`config.mk`:
```
export PLATFORM = sky130hd
export DESIGN_NAME = cpu_flags_top
export DESIGN_NICKNAME = d
export VERILOG_FILES = /design/src/rtl/r0_pkg.sv /design/src/rtl/cpu_flags_top.sv /design/src/rtl/wb_cpu_port.sv /design/src/rtl/r0_flags.sv /design/src/rtl/alu16.sv
export SDC_FILE = /design/constraint.sdc
export NUM_CORES = 1
export LEC_CHECK = 0
export BUFFER_PORTS_ARGS = -buffer_cell sky130_fd_sc_hd__buf_2
export CORE_AREA = 2 2 119 121
export DETAILED_ROUTE_END_ITERATION = 8
export DIE_AREA = 0 0 121 123
export GPL_ROUTABILITY_DRIVEN = 0
export GPL_TIMING_DRIVEN = 0
export HOLD_SLACK_MARGIN = 0.05
export PLACE_DENSITY = 0.77
export SKIP_LAST_GASP = 1
export SYNTH_ARGS = -nofsm -noshare
export SYNTH_HDL_FRONTEND = slang
export SYNTH_SLANG_ARGS = --single-unit
```
`constraint.sdc`:
```
create_clock -name clk0 -period 5.7 [get_ports clk0]
set_clock_uncertainty 0.1 [all_clocks]
set_input_delay 0.57 -clock clk0 [delete_from_list [all_inputs] [get_ports clk0]]
set_output_delay 0.57 -clock clk0 [all_outputs]
set_load 0.01 [all_outputs]
```
`src/rtl/r0_pkg.sv`:
```
/*
	R0 flag subsystem shared definitions
	Wishbone request and response structs, ALU opcodes and flag sources,
	R0 commands, flag bit positions and the port register map
*/

package r0_pkg;

	// Master to slave, held by the master until ack
	typedef struct packed {
		logic cyc;
		logic stb;
		logic we;
		logic [2:0] adr;
		logic [15:0] dat;
	} wb_req_t;

	// Slave to master
	typedef struct packed {
		logic ack;
		logic [15:0] dat;
	} wb_rsp_t;

	// ALU operations, op_add is the reset value of the latched opcode
	typedef enum logic [2:0] {
		op_add = 3'd0,
		op_sub = 3'd1,
		op_and = 3'd2,
		op_or  = 3'd3,
		op_xor = 3'd4,
		op_cmp = 3'd5,
		op_shl = 3'd6,
		op_shr = 3'd7
	} alu_op_t;

	// Flag sources, valid combinationally for the current operands and opcode
	typedef struct packed {
		logic zs;
		logic sign;
		logic ovf;
		logic carry;
		logic lt;
		logic eq;
		logic gt;
		logic shy;
		logic shx;
	} alu_flags_t;

	// One-cycle commands to R0
	typedef struct packed {
		logic load_zmvc;
		logic load_legy;
		logic load_x;
		logic load_user;
		logic ust_z;
		logic ust_mc;
		logic ust_v;
		logic ust_y;
		logic ust_x;
		logic cleg;
		// Bus word, bit 0 is the MSB as in R0
		logic [0:15] w;
	} r0_cmd_t;

	// Flag positions in R0, bit 0 is the MSB
	localparam int f_z = 0;
	localparam int f_m = 1;
	localparam int f_v = 2;
	localparam int f_c = 3;
	localparam int f_l = 4;
	localparam int f_e = 5;
	localparam int f_g = 6;
	localparam int f_y = 7;
	localparam int f_x = 8;

	// Word addresses of the slave port
	localparam logic [2:0] adr_a       = 3'd0;
	localparam logic [2:0] adr_b       = 3'd1;
	localparam logic [2:0] adr_op      = 3'd2;
	localparam logic [2:0] adr_res     = 3'd3;
	localparam logic [2:0] adr_r0_zmvc = 3'd4;
	localparam logic [2:0] adr_r0_legy = 3'd5;
	localparam logic [2:0] adr_r0_x    = 3'd6;
	localparam logic [2:0] adr_r0_user = 3'd7;

endpackage
```
`src/rtl/cpu_flags_top.sv`:
```
/*
	R0 flag subsystem top level
	Wishbone port driving the ALU and the R0 flag register
*/

`timescale 1ns/1ns

module cpu_flags_top (
	input logic clk0,
	input logic reset4,
	input r0_pkg::wb_req_t wb_in,
	output r0_pkg::wb_rsp_t wb_out
);

	logic [15:0] opa;
	logic [15:0] opb;
	logic [15:0] alu_res;
	logic [0:15] r0_word;
	r0_pkg::alu_op_t alu_op;
	r0_pkg::alu_flags_t alu_flags;
	r0_pkg::r0_cmd_t r0_cmd;

	// Bus side, operands and command source
	wb_cpu_port port0 (
		.clk0   (clk0),
		.reset4 (reset4),
		.req    (wb_in),
		.r0     (r0_word),
		.res    (alu_res),
		.rsp    (wb_out),
		.a      (opa),
		.b      (opb),
		.op     (alu_op),
		.cmd    (r0_cmd)
	);

	// Sees operands and opcode with no latency
	alu16 alu0 (
		.a     (opa),
		.b     (opb),
		.op    (alu_op),
		.res   (alu_res),
		.flags (alu_flags)
	);

	// Flag register
	r0_flags flags0 (
		.clk0   (clk0),
		.reset4 (reset4),
		.cmd    (r0_cmd),
		.src    (alu_flags),
		.r0     (r0_word)
	);

endmodule

```
`src/rtl/wb_cpu_port.sv`:
```
/*
	Wishbone classic slave port
	Holds operands, opcode and result, turns bus writes into R0 group
	loads, runs an execute one cycle after the opcode write, returns reads
*/

`timescale 1ns/1ns

module wb_cpu_port (
	input logic clk0,
	input logic reset4,
	input r0_pkg::wb_req_t req,
	input logic [0:15] r0,
	input logic [15:0] res,
	output r0_pkg::wb_rsp_t rsp,
	output logic [15:0] a,
	output logic [15:0] b,
	output r0_pkg::alu_op_t op,
	output r0_pkg::r0_cmd_t cmd
);

	logic ack_q;
	logic acc;
	logic wr;
	logic exe_pend;
	logic [15:0] res_q;
	logic [15:0] rd_dat;
	r0_pkg::r0_cmd_t cmd_n;

	// New access seen while ack is low
	assign acc = req.cyc & req.stb & ~ack_q;
	assign wr = acc & req.we;

	// Single-cycle ack, no wait states
	always_ff @(posedge clk0 or negedge reset4) begin
		if (!reset4) begin
			ack_q <= 1'b0;
		end else begin
			ack_q <= acc;
		end
	end

	// Operands, opcode latch and execute pending
	always_ff @(posedge clk0 or negedge reset4) begin
		if (!reset4) begin
			a <= '0;
			b <= '0;
			op <= r0_pkg::op_add;
			exe_pend <= 1'b0;
		end else begin
			// Execute runs in the cycle after the opcode write
			exe_pend <= wr && (req.adr == r0_pkg::adr_op);
			if (wr) begin
				case (req.adr)
					r0_pkg::adr_a: begin
						a <= req.dat;
					end
					r0_pkg::adr_b: begin
						b <= req.dat;
					end
					r0_pkg::adr_op: begin
						op <= r0_pkg::alu_op_t'(req.dat[2:0]);
					end
					default: begin
					end
				endcase
			end
		end
	end

	// Result register, compare leaves it alone
	always_ff @(posedge clk0 or negedge reset4) begin
		if (!reset4) begin
			res_q <= '0;
		end else if (exe_pend && (op != r0_pkg::op_cmp)) begin
			res_q <= res;
		end
	end

	// Command decode
	always_comb begin
		cmd_n = '0;

		// Group loads from writes to addresses 4 to 7
		if (wr) begin
			case (req.adr)
				r0_pkg::adr_r0_zmvc: cmd_n.load_zmvc = 1'b1;
				r0_pkg::adr_r0_legy: cmd_n.load_legy = 1'b1;
				r0_pkg::adr_r0_x: cmd_n.load_x = 1'b1;
				r0_pkg::adr_r0_user: cmd_n.load_user = 1'b1;
				default: begin
				end
			endcase
			// dat[15] lands in w[0], the Z position
			cmd_n.w = req.dat;
		end

		// Strobe set of the latched opcode
		if (exe_pend) begin
			case (op)
				r0_pkg::op_add, r0_pkg::op_sub: begin
					cmd_n.ust_z = 1'b1;
					cmd_n.ust_mc = 1'b1;
					cmd_n.ust_v = 1'b1;
				end
				r0_pkg::op_and, r0_pkg::op_or, r0_pkg::op_xor: begin
					cmd_n.ust_z = 1'b1;
				end
				r0_pkg::op_cmp: begin
					cmd_n.cleg = 1'b1;
				end
				r0_pkg::op_shl: begin
					cmd_n.ust_z = 1'b1;
					cmd_n.ust_y = 1'b1;
				end
				r0_pkg::op_shr: begin
					cmd_n.ust_z = 1'b1;
					cmd_n.ust_x = 1'b1;
				end
				default: begin
				end
			endcase
		end
	end

	// Commands are one-cycle pulses
	always_ff @(posedge clk0 or negedge reset4) begin
		if (!reset4) begin
			cmd <= '0;
		end else begin
			cmd <= cmd_n;
		end
	end

	// Read data, captured with ack
	always_ff @(posedge clk0) begin
		if (acc && !req.we) begin
			case (req.adr)
				r0_pkg::adr_a: rd_dat <= a;
				r0_pkg::adr_b: rd_dat <= b;
				r0_pkg::adr_op: rd_dat <= {13'd0, op};
				r0_pkg::adr_res: rd_dat <= res_q;
				// All four R0 addresses return the whole word, Z on dat[15]
				default: rd_dat <= r0;
			endcase
		end
	end

	assign rsp.ack = ack_q;
	assign rsp.dat = rd_dat;

	// Master must see a low ack before the next access
	a_ack_single: assert property (@(posedge clk0) disable iff (!reset4)
		rsp.ack |=> !rsp.ack);

	// No ack without a request the cycle before
	a_ack_cause: assert property (@(posedge clk0) disable iff (!reset4)
		rsp.ack |-> $past(req.cyc && req.stb));

endmodule

```
`src/rtl/r0_flags.sv`:
```
/*
	R0 flag and status register
	Flags captured from the ALU on update strobes, or loaded in groups
	from the bus word; user bits 9 to 15 only load from the bus
*/

`timescale 1ns/1ns

module r0_flags (
	input logic clk0,
	input logic reset4,
	input r0_pkg::r0_cmd_t cmd,
	input r0_pkg::alu_flags_t src,
	output logic [0:15] r0
);

	logic z;
	logic m;
	logic v;
	logic c;
	logic l;
	logic e;
	logic g;
	logic y;
	logic x;
	logic [9:15] usr;

	// Z flag
	always_ff @(posedge clk0 or negedge reset4) begin
		if (!reset4) begin
			z <= 1'b0;
		end else if (cmd.load_zmvc) begin
			z <= cmd.w[r0_pkg::f_z];
		end else if (cmd.ust_z) begin
			z <= src.zs;
		end
	end

	// M and C share one strobe
	always_ff @(posedge clk0 or negedge reset4) begin
		if (!reset4) begin
			m <= 1'b0;
			c <= 1'b0;
		end else if (cmd.load_zmvc) begin
			m <= cmd.w[r0_pkg::f_m];
			c <= cmd.w[r0_pkg::f_c];
		end else if (cmd.ust_mc) begin
			m <= src.sign;
			c <= src.carry;
		end
	end

	// V flag
	always_ff @(posedge clk0 or negedge reset4) begin
		if (!reset4) begin
			v <= 1'b0;
		end else if (cmd.load_zmvc) begin
			v <= cmd.w[r0_pkg::f_v];
		end else if (cmd.ust_v) begin
			v <= src.ovf;
		end
	end

	// L, E, G from a compare
	// Stored true, not inverted
	always_ff @(posedge clk0 or negedge reset4) begin
		if (!reset4) begin
			l <= 1'b0;
			e <= 1'b0;
			g <= 1'b0;
		end else if (cmd.load_legy) begin
			l <= cmd.w[r0_pkg::f_l];
			e <= cmd.w[r0_pkg::f_e];
			g <= cmd.w[r0_pkg::f_g];
		end else if (cmd.cleg) begin
			l <= src.lt;
			e <= src.eq;
			g <= src.gt;
		end
	end

	// Y flag, loaded with the LEG group
	always_ff @(posedge clk0 or negedge reset4) begin
		if (!reset4) begin
			y <= 1'b0;
		end else if (cmd.load_legy) begin
			y <= cmd.w[r0_pkg::f_y];
		end else if (cmd.ust_y) begin
			y <= src.shy;
		end
	end

	// X flag has its own load
	always_ff @(posedge clk0 or negedge reset4) begin
		if (!reset4) begin
			x <= 1'b0;
		end else if (cmd.load_x) begin
			x <= cmd.w[r0_pkg::f_x];
		end else if (cmd.ust_x) begin
			x <= src.shx;
		end
	end

	// User bits
	always_ff @(posedge clk0 or negedge reset4) begin
		if (!reset4) begin
			usr <= '0;
		end else if (cmd.load_user) begin
			usr <= cmd.w[9:15];
		end
	end

	// Assemble R0 in architectural order
	assign r0[r0_pkg::f_z] = z;
	assign r0[r0_pkg::f_m] = m;
	assign r0[r0_pkg::f_v] = v;
	assign r0[r0_pkg::f_c] = c;
	assign r0[r0_pkg::f_l] = l;
	assign r0[r0_pkg::f_e] = e;
	assign r0[r0_pkg::f_g] = g;
	assign r0[r0_pkg::f_y] = y;
	assign r0[r0_pkg::f_x] = x;
	assign r0[9:15] = usr;

	// Loads come from bus writes and strobes from a finished execute
	// The port keeps them in separate cycles
	a_load_vs_strobe: assert property (@(posedge clk0) disable iff (!reset4)
		(cmd.load_zmvc || cmd.load_legy || cmd.load_x || cmd.load_user) |->
		!(cmd.ust_z || cmd.ust_mc || cmd.ust_v || cmd.ust_y || cmd.ust_x || cmd.cleg));

	// One bus write selects one group
	a_one_load: assert property (@(posedge clk0) disable iff (!reset4)
		$onehot0({cmd.load_zmvc, cmd.load_legy, cmd.load_x, cmd.load_user}));

endmodule

```
`src/rtl/alu16.sv`:
```
/*
	16-bit ALU
	Combinational add, subtract, logic, compare and single-bit shifts,
	with every R0 flag source produced alongside the result
*/

`timescale 1ns/1ns

module alu16 (
	input logic [15:0] a,
	input logic [15:0] b,
	input r0_pkg::alu_op_t op,
	output logic [15:0] res,
	output r0_pkg::alu_flags_t flags
);

	logic sub;
	logic arith;
	logic [15:0] bx;
	logic [16:0] sum_u;
	logic [16:0] sum_s;

	// Subtract is a plus inverted b plus one
	assign sub = (op == r0_pkg::op_sub);
	assign arith = (op == r0_pkg::op_add) || sub;
	assign bx = sub ? ~b : b;

	// Zero-extended sum, bit 16 is the carry
	assign sum_u = {1'b0, a} + {1'b0, bx} + {16'd0, sub};

	// Sign-extended sum, bit 16 is the extra sign bit
	assign sum_s = {a[15], a} + {bx[15], bx} + {16'd0, sub};

	// Result select
	always_comb begin
		case (op)
			r0_pkg::op_add: begin
				res = sum_u[15:0];
			end
			r0_pkg::op_sub: begin
				res = sum_u[15:0];
			end
			r0_pkg::op_and: begin
				res = a & b;
			end
			r0_pkg::op_or: begin
				res = a | b;
			end
			r0_pkg::op_xor: begin
				res = a ^ b;
			end
			// Compare passes a through
			r0_pkg::op_cmp: begin
				res = a;
			end
			r0_pkg::op_shl: begin
				res = {a[14:0], 1'b0};
			end
			// Logical shift, zero enters at the top
			r0_pkg::op_shr: begin
				res = {1'b0, a[15:1]};
			end
			default: begin
				res = a;
			end
		endcase
	end

	// Flag sources
	always_comb begin
		flags = '0;

		// Zero and minus follow the selected result
		flags.zs = (res == 16'd0);
		flags.sign = res[15];

		// Carry and overflow only for add and subtract
		if (arith) begin
			flags.carry = sum_u[16];
			// Extended sign differs from result sign on overflow
			flags.ovf = sum_s[16] ^ sum_s[15];
		end

		// Signed compare, exactly one of the three is set
		if (op == r0_pkg::op_cmp) begin
			flags.lt = ($signed(a) < $signed(b));
			flags.eq = (a == b);
			flags.gt = ($signed(a) > $signed(b));
		end

		// Bits that fall off the shifter
		if (op == r0_pkg::op_shl) begin
			flags.shy = a[15];
		end
		if (op == r0_pkg::op_shr) begin
			flags.shx = a[0];
		end
	end

endmodule

```
==> results of run 1 <==
## cell type report
cell class                 count  area share, %
buffer                        47           2.88
clock buffer                  10           2.94
clock inverter                 6          0.830
inverter                      61           2.81
multi-input combinational    559           49.9
sequential                   110           34.8
tap                          180           2.77
timing repair buffer          42           3.03
## worst reg2reg max path: stages (launching register included)
cell       delay (ps)
dfrtp_1           380
buf_6             140
buf_2             220
nor2_1            480
clkbuf_1          520
and2_1            210
buf_2             230
buf_2             380
xnor2_1           170
ha_1              250
buf_6             140
a21oi_1           340
o2111ai_1         190
a221oi_1          540
a21boi_0          160
o21ai_0           280
nor3b_1           230
o211ai_1          120
a21oi_1           170
## through the flow
stage	hold slack, ps	cell area (um^2)	util [%]	setup WS (ps)
finish	342	8140	59.8	388
global route	388	8140	59.8	72.7
CTS	343	8140	59.8	512
detailed placement	352	7820	57.5	546
global placement	335	7770	57.1	585
floorplan	174	7350	-	1720
## state kept, by name, summed over array words and instances, names as in the netlist, 3 cells and up
signal,flops
port0.rd_dat,16
port0.b,16
port0.cmd,25
port0.op,3
port0.res_q,16
flags0.usr,7
port0.a,16
## kinds of logic (layout without fill, tap and decap cells)
kind of cell | count (synthesis) | count (layout) | synth area share [%]
flip-flops | 110 | 110 | 38.5
AND/OR/NAND/NOR | 216 | 216 | 14.7
multiplexers | 56 | 56 | 9.17
adder cells (fa/ha/maj) | 67 | 67 | 11.5
buffers and inverters | 108 | 166 | 6.30
XOR/XNOR | 19 | 19 | 2.26
AO/OA/AOI/OAI | 201 | 201 | 17.5
## report_power, final
group	internal, mW	switching (mW)	total (mW)
sequential	0.913	0.140	1.05
clock	0.322	0.326	0.648
combinational	0.612	0.897	1.51
## routing by layer
layer  vias to the layer above  share of wire [%]  track usage (%)
met5                         -                  0                0
met4                         0                3.5             11.9
met3                        56                8.5             4.06
met2                       324                 47             47.0
met1                      3000                 41             39.0
li1                       2871                  -                -
## final timing paths
check                      slack (ps)             end  cells after the start
max                               390        flags0.v                     18
min                               340     port0.a[14]                      3
max reg2reg                       390        flags0.v                     18
min reg2reg                       370  flags0.usr[11]                      2
max in group asynchronous        4300   port0.cmd[18]                      3
min in group asynchronous         550      port0.a[3]                      2
## layout by cell type (no fill, tap or decap), types with 17 or more instances in the layout
master,Yosys,final
and3_1,21,21
o21ai_0,68,68
mux2i_1,31,31
ha_1,66,66
mux2_2,18,18
nand2_1,78,78
dfrtp_1,94,94
xnor2_1,18,18
clkbuf_1,24,24
inv_1,60,60
a211oi_1,17,17
nor2_1,41,41
buf_2,12,50
a21oi_1,42,42
==> results.json, run 1 <==
{
  "postCtsHoldBufs": 1,
  "dp_hpwl_um": 15600,
  "yosys_register_bits": 110,
  "yosysTopAreaCellShare_pct": 32.0,
  "crit_chain": "buf_6 > buf_2 > nor2_1 > clkbuf_1 > and2_1 > buf_2 > buf_2 > xnor2_1 > ha_1 > buf_6 > a21oi_1 > o2111ai_1 > a221oi_1 > a21boi_0 > o21ai_0 > nor3b_1 > o211ai_1 > a21oi_1",
  "yosysMostFrequentCell": "dfrtp_1",
  "regArea_mm2": 0.00283,
  "post_cts_buffers": 0,
  "rsz0062_at_grt": "no",
  "synth-edff-count": 16,
  "numCtsBuffers": 9,
  "finalCritPeriodShare_pct": 93.2,
  "synth_area_mm2": 0.00735,
  "cts.sinks": 110,
  "crit_type": "reg2reg",
  "synthArstFlopShare_pct": 85.5,
  "synth.area.top_cells": "dfrtp_1 (32%), ha_1 (11%), edfxtp_1 (6.5%)",
  "remaining_drc_errors": 0,
  "cp_common_cell": "buf_2",
  "routedWlPerCell_um": 20.8,
  "cp_top_family": "compound AO/OA/AOI/OAI gates",
  "clk_pin_slew_ps": 80,
  "fin_crit_ps": 5310,
  "rows": 43,
  "grt_max_degree": 73,
  "drtPass1Iterations": 5,
  "drt_iter0_drc": 894,
  "p_total_mw": 3.21,
  "pin_count": 41,
  "antenna_found_initial": 0,
  "syn2layout_area_growth_pct": 10.7,
  "status": "finished clean",
  "antennaDiodeCount": 0,
  "clock_latency_ps": 360,
  "cts_tree": "done",
  "io_buffers": 39,
  "viasPerCell": 6.16,
  "slew_headroom_pct": 43.4,
  "r2r-start": "port0.op[1]",
  "fp.dieW_um": 121,
  "synth-main-ff-cell": "dfrtp_1",
  "grt_pass1_wl_um": 32800,
  "crit_path_end_kind": "register",
  "slowest_delay_ps": 540,
  "irDropWorstVdd_mv": 0.189,
  "vias": 6251,
  "core_area_mm2": 0.0136,
  "fin_cells": 1015,
  "max_freq_ghz": 0.188,
  "worst-path-max-fanout": 10,
  "die_h_um": 123,
  "synth_cell_type_count": 76,
  "slew_viol_final": 0,
  "die_area_mm2": 0.0149,
  "fill_cells": 1152,
  "layout-drive-gt1-share_pct": 13.8,
  "drt-total-wl_um": 21100,
  "hold_viol_final": 0,
  "worstPathRequired_ps": 5880,
  "power.density_mw_per_mm2": 395,
  "first_global_vias": 5929,
  "floorplan.initialDensity_pct": 54.0,
  "setup_violations": 0,
  "dp_cells": 998,
  "critPathLaunchType": "register",
  "leakage_nw": 3.68,
  "nNetsFinal": 921,
  "root_buffer": "clkbuf_16",
  "multi_input_area_mm2": 0.00406,
  "syn_area_per_cell_um2": 9.46,
  "cts_resized": 0,
  "max-cap-violations": 0,
  "clock_path_buffers": 2,
  "drtAntennaViolNets": 0,
  "overflow": 0,
  "crit_path_start": "port0.op[1]",
  "yosysSeqAreaShare_pct": 38.5,
  "hp-start": "wb_in[14]",
  "ctsHtreeMaxLevel": 3,
  "grt.total_usage_pct": 28.9,
  "yosysTopAreaCell": "dfrtp_1",
  "critical_path_buf_inv_count": 6,
  "cp_slowest_cell": "a221oi_1",
  "setup-tns-final_ps": 0,
  "worst_pin_slew_ps": 841,
  "hp-class": "in2reg",
  "syn_inst": 777,
  "synthTopCellsByCount": "dfrtp_1 (94), nand2_1 (78), o21ai_0 (68)",
  "critPathArrivalTime_ps": 5500,
  "synth_nets": 868,
  "synth_warnings": 0
}
(Power assumes the default switching activity.)
==> run 2: changes to the inputs <==
- GPL_ROUTABILITY_DRIVEN: 0 -> unset
- PLACE_DENSITY: 0.77 -> 0.84
==> results.json, run 2 (synthesized netlist as in run 1, its figures left out) <==
{
  "crit_cells": 17,
  "worstPathRequired_ps": 5880,
  "antenna_found_initial": 0,
  "cts_tree": "done",
  "routedWlPerCell_um": 20.4,
  "cp_common_cell": "buf_2",
  "rsz0062_at_grt": "no",
  "worst-path-max-fanout": 10,
  "post-route-worst-setup-slack_ps": 260,
  "rows": 43,
  "crit_chain": "buf_6 > buf_2 > nor2_1 > clkbuf_1 > and2_1 > buf_2 > buf_2 > xnor2_1 > fa_1 > a21o_1 > a21oi_1 > xnor2_1 > a221oi_1 > nor4b_1 > and4b_1 > nand4bb_1 > o21ai_1",
  "floorplan.initialDensity_pct": 54.0,
  "cts.sinks": 110,
  "root_buffer": "clkbuf_16",
  "status": "finished clean",
  "crit_type": "reg2reg",
  "leakage_nw": 3.66,
  "final_cell_mix": "dfrtp_1 (94), nand2_1 (78), o21ai_0 (68)",
  "r2r-start": "port0.op[1]",
  "max_freq_ghz": 0.184,
  "hp-class": "reg2reg",
  "drt-total-wl_um": 20700,
  "slew_viol_final": 0,
  "rr_worst_depth": 17,
  "dp_cells": 998,
  "vias": 6375,
  "critPathLaunchType": "register",
  "place_area_mm2": 0.00782,
  "crit_path_start": "port0.op[1]",
  "first_global_vias": 6076,
  "max-cap-violations": 0,
  "setup-tns-final_ps": 0,
  "io_buffers": 39,
  "rr_endpoint": "flags0.z",
  "fp.dieW_um": 121,
  "nNetsFinal": 921,
  "setup_violations": 0,
  "irDropWorstVdd_mv": 0.187,
  "gp_congestion": 1.02,
  "crit_path_end_kind": "register",
  "endpoint": "flags0.z",
  "dp_hpwl_um": 15600,
  "finalCritPeriodShare_pct": 95.4,
  "critical_path_buf_inv_count": 5,
  "fin_cells": 1014,
  "die_area_mm2": 0.0149,
  "dp_slack_ps": 494,
  "drtPass1Iterations": 6,
  "numCtsBuffers": 9,
  "slowest_delay_ps": 570,
  "grt.total_usage_pct": 28.4,
  "final_core_util_pct": 59.5,
  "worst_pin_slew_ps": 799,
  "fin_crit_ps": 5440,
  "ctsHtreeMaxLevel": 3,
  "clock_latency_ps": 350,
  "drtAntennaViolNets": 0,
  "design_area_mm2": 0.00810,
  "cp_slowest_cell": "clkbuf_1",
  "cp_top_family": "buffers and inverters",
  "regMostFlops": "port0.cmd",
  "pin_count": 41,
  "remaining_drc_errors": 0,
  "critPathArrivalTime_ps": 5620,
  "antennaDiodeCount": 0,
  "core_area_mm2": 0.0136,
  "power.density_mw_per_mm2": 391,
  "slew_headroom_pct": 46.3,
  "grt_pass1_wl_um": 32500,
  "syn2layout_area_growth_pct": 10.2,
  "r2r_setup_slack_ps": 260,
  "grt_max_degree": 72,
  "layout.cells.most_common": "dfrtp_1",
  "layout-drive-gt1-share_pct": 13.7,
  "overflow": 0,
  "clk_pin_slew_ps": 70,
  "viasPerCell": 6.29,
  "largest_reg_flops": 25,
  "drt_iter0_drc": 828,
  "hold_viol_final": 0,
  "die_h_um": 123,
  "clock_path_buffers": 2
}
[run 2: changes by cell type in the layout (fill, tap and decap cells not counted)]
cell / change
clkinv_4: -2
clkinvlp_4: +2
clkinv_8: -2
inv_8: +2
inv_6: -2
clkbuf_8: -1
clkinv_2: +2
[run 2: final cells by class]
cell class                 count  area [um^2]
inverter                      61          229
fill                        1141         5510
sequential                   110         2830
multi-input combinational    559         4060
tap                          180          225
timing repair buffer          42          246
clock buffer                   9          225
clock inverter                 6         47.5
buffer                        47          234
[run 2: worst reg2reg max path, cell delays in order (launching register included)]
cell and delay [ps]:
dfrtp_1 380, buf_6 140, buf_2 220, nor2_1 490
clkbuf_1 570, and2_1 220, buf_2 220, buf_2 400
xnor2_1 200, fa_1 480, a21o_1 200, a21oi_1 170
xnor2_1 80, a221oi_1 550, nor4b_1 470, and4b_1 270
nand4bb_1 100, o21ai_1 120
[run 2: per-layer routing]
layer  track usage [%]  share of wire (%)
met4              12.4                4.5
met1              37.0                 41
met3              5.12                8.6
met2              46.5                 46
met5                 0                  0
[run 2: worst min-delay path by stage]
stage	start	end	slack, ps	cells after the start
2_1_floorplan	reset4	flags0.c	170	0
3_3_place_gp	port0.cmd[4]	flags0.usr[11]	330	2
6_report	port0.cmd[5]	flags0.usr[10]	350	2
4_1_cts	port0.cmd[5]	flags0.usr[10]	360	2
3_5_place_dp	port0.cmd[5]	flags0.usr[10]	340	2
5_1_grt	wb_in[14]	port0.b[14]	380	3
[run 2: power by group]
group          internal (mW)  total (mW)  switching, mW
Clock                  0.299       0.594          0.295
Combinational          0.612        1.52          0.911
Sequential             0.914        1.05          0.141
Total                   1.82        3.17           1.35
[run 2: stage by stage]
| step | hold WS (ps) | power, mW |
|---|---|---|
| 2_1_floorplan | 174 | 2.11 |
| 3_3_place_gp | 333 | 2.48 |
| 3_5_place_dp | 338 | 2.52 |
| 4_1_cts | 357 | 3.12 |
| 5_1_grt | 383 | 3.34 |
| 6_report | 354 | 3.17 |
[run 2: timing repair]
| item | in CTS | in global routing |
|---|---|---|
| gates resized for setup | 0 | 0 |
| hold endpoints to repair | 23 | 0 |
| hold buffers | 1 | 0 |
| buffers inserted | 0 | 0 |
==> run 3: changes to the inputs <==
- ABC_AREA: unset -> 1
- CORE_AREA: 2 2 119 121 -> 2 2 146 148
- DIE_AREA: 0 0 121 123 -> 0 0 148 150
- PLACE_DENSITY: 0.84 -> 0.62
==> results.json, run 3 <==
{
  "status": "finished clean",
  "slew_viol_final": 0,
  "cts_tree": "done",
  "pwr-share-clk_pct": 19.5,
  "synth-edff-count": 16,
  "synth_warnings": 0,
  "viasPerCell": 5.19,
  "worst_pin_slew_ps": 893,
  "p_switching_mw": 1.47,
  "yosysMostFrequentCell": "nand2_1",
  "hp-start": "wb_in[16]",
  "finalCritPeriodShare_pct": 70.3,
  "drtPass1Iterations": 5,
  "syn2layout_area_growth_pct": 12.5,
  "regMostFlops": "port0.cmd",
  "slowest_delay_ps": 520,
  "die_h_um": 150,
  "critPathLaunchType": "register",
  "yosysSeqAreaShare_pct": 39.6,
  "die_area_mm2": 0.0222,
  "synth_cell_type_count": 44,
  "yosysTopAreaCell": "dfrtp_1",
  "largest_reg_flops": 25,
  "r2r-start": "port0.op[1]",
  "regArea_mm2": 0.00283,
  "dp_hpwl_um": 16900,
  "core_area_mm2": 0.0207,
  "irDropWorstVdd_mv": 0.177,
  "fp.dieW_um": 148,
  "slew_headroom_pct": 40.2,
  "vias": 6478,
  "synth-main-ff-cell": "dfrtp_1",
  "remaining_drc_errors": 0,
  "crit_type": "reg2reg",
  "cts_resized": 0,
  "synth_nets": 1006,
  "overflow": 0,
  "p_total_mw": 3.21,
  "final_cell_mix": "nand2_1 (206), inv_1 (120), nor2_1 (96)",
  "numCtsBuffers": 9,
  "antenna_found_initial": 0,
  "yosysTopAreaCellShare_pct": 32.9,
  "cp_common_cell": "nand2_1",
  "worstPathRequired_ps": 5880,
  "yosys_register_bits": 110,
  "drt_iter0_drc": 651,
  "antennaDiodeCount": 0,
  "synth_area_mm2": 0.00716,
  "cp_slowest_cell": "fa_1",
  "fin_crit_ps": 4000,
  "synthTopCellsByCount": "nand2_1 (206), inv_1 (120), nor2_1 (96)",
  "rsz0062_at_grt": "no",
  "critical_path_buf_inv_count": 2,
  "syn_area_per_cell_um2": 7.82,
  "layout-drive-gt1-share_pct": 9.65,
  "leakage_nw": 3.97,
  "multi_input_area_mm2": 0.00370,
  "syn_inst": 915,
  "p_int_mw": 1.74,
  "min_to": "port0.cmd[23]",
  "first_global_vias": 6134,
  "critPathArrivalTime_ps": 4180,
  "hp-class": "in2reg",
  "layout.cells.most_common": "nand2_1",
  "clock_path_buffers": 2,
  "ctsHtreeMaxLevel": 3,
  "floorplan.initialDensity_pct": 34.6,
  "nNetsFinal": 1060,
  "max_freq_ghz": 0.250,
  "clock_latency_ps": 350,
  "rr_worst_depth": 17,
  "gp_congestion": 0.975,
  "power.density_mw_per_mm2": 398,
  "routedWlPerCell_um": 17.4,
  "worst-path-max-fanout": 10,
  "cts.sinks": 110,
  "rows": 53,
  "setup_violations": 0,
  "setup-tns-final_ps": 0,
  "grt.total_usage_pct": 19.8,
  "hold_viol_final": 0,
  "rr_endpoint": "flags0.z",
  "grt_pass1_wl_um": 34000,
  "synthArstFlopShare_pct": 85.5,
  "r2r_setup_slack_ps": 1700,
  "fill_cells": 2182,
  "whs_path_depth": 2,
  "max-cap-violations": 0,
  "cp_top_family": "simple AND/OR/NAND/NOR gates",
  "root_buffer": "clkbuf_16",
  "p_sw_share_pct": 45.7,
  "crit_path_end_kind": "register",
  "io_buffers": 39,
  "pwr-share-comb_pct": 48.3,
  "pin_count": 41,
  "synth.area.top_cells": "dfrtp_1 (33%), ha_1 (12%), nand2_1 (11%)",
  "grt_max_degree": 71,
  "clk_pin_slew_ps": 80,
  "drtAntennaViolNets": 0,
  "drt-total-wl_um": 21700,
  "crit_chain": "nor2_2 > buf_2 > nand2_1 > buf_2 > xor2_1 > fa_1 > nand3_1 > nand2_1 > nand2_1 > nand2_1 > nand2_1 > nand2_1 > o21ai_1 > nand3_1 > nor3_1 > nand3_1 > a21oi_1",
  "p_seq_share_pct": 32.2
}
==> run 3: cell types whose count changed after synthesis, sizes merged, moves of 20 or more <==
cell / delta
nand3: +47
inv: +64
nand2: +134
and3: -20
mux2i: -31
nor2: +56
==> run 3: stage by stage <==
stage               cells  setup WS [ps]  utilization (%)  hold slack, ps  cell area [um^2]
floorplan             915           2700                -             174              7160
global placement     1229           1770             37.2             333              7690
detailed placement   1232           1840             37.4             337              7750
CTS                  1249           1800             38.9             303              8050
global route         1249           1530             38.9             302              8050
finish               1249           1700             38.9             306              8050
==> run 3: repair_timing <==
action	CTS	global route
hold buffers	1	0
buffers inserted	0	0
hold endpoints to repair	24	0
==> run 3: worst max path at each step <==
stage                      from               end  slack, ps  depth (start not counted)
finish              port0.op[1]          flags0.z       1700                         17
global route        port0.op[1]          flags0.z       1530                         17
CTS                 port0.op[1]          flags0.z       1800                         17
detailed placement  port0.op[1]          flags0.z       1840                         17
global placement      wb_in[19]  port0.rd_dat[11]       1770                          2
floorplan           port0.op[1]          flags0.z       2700                         19
==> run 3: per-layer routing <==
layer	share of wire [%]	vias to the layer above	GRT usage, %
li1	-	3122	-
met1	45	3053	27.4
met2	45	263	31.9
met3	7.4	40	3.54
met4	2.6	0	5.90
met5	0	-	0
==> run 3: logic make-up after synthesis <==
family	after synthesis	share of synthesized area [%]
fa+ha+maj	67	11.8
compound gates	169	13.5
flops	110	39.6
buf+inv	152	8.76
simple gates	398	23.9
mux	3	0.472
xor+xnor	16	1.96
==> run 3: area by class of cell <==
| cell class | instances | share of cell area [%] |
|---|---|---|
| Timing Repair Buffer | 43 | 3.11 |
| Sequential cell | 110 | 35.2 |
| Multi-Input combinational cell | 653 | 46.0 |
| Clock inverter | 6 | 0.839 |
| Inverter | 124 | 5.78 |
| Clock buffer | 10 | 2.84 |
| Tap cell | 275 | 4.27 |
| Buffer | 28 | 2.00 |
==> run 3: power groups by stage <==
stage	Clock, mW	Combinational [mW]	Sequential [mW]
final	0.625	1.55	1.03
after global routing	0.668	1.75	1.05
after CTS	0.634	1.52	1.03
after detailed placement	0	1.51	1.04
after global placement	0	1.49	1.04
after floorplan	0	1.10	1.01
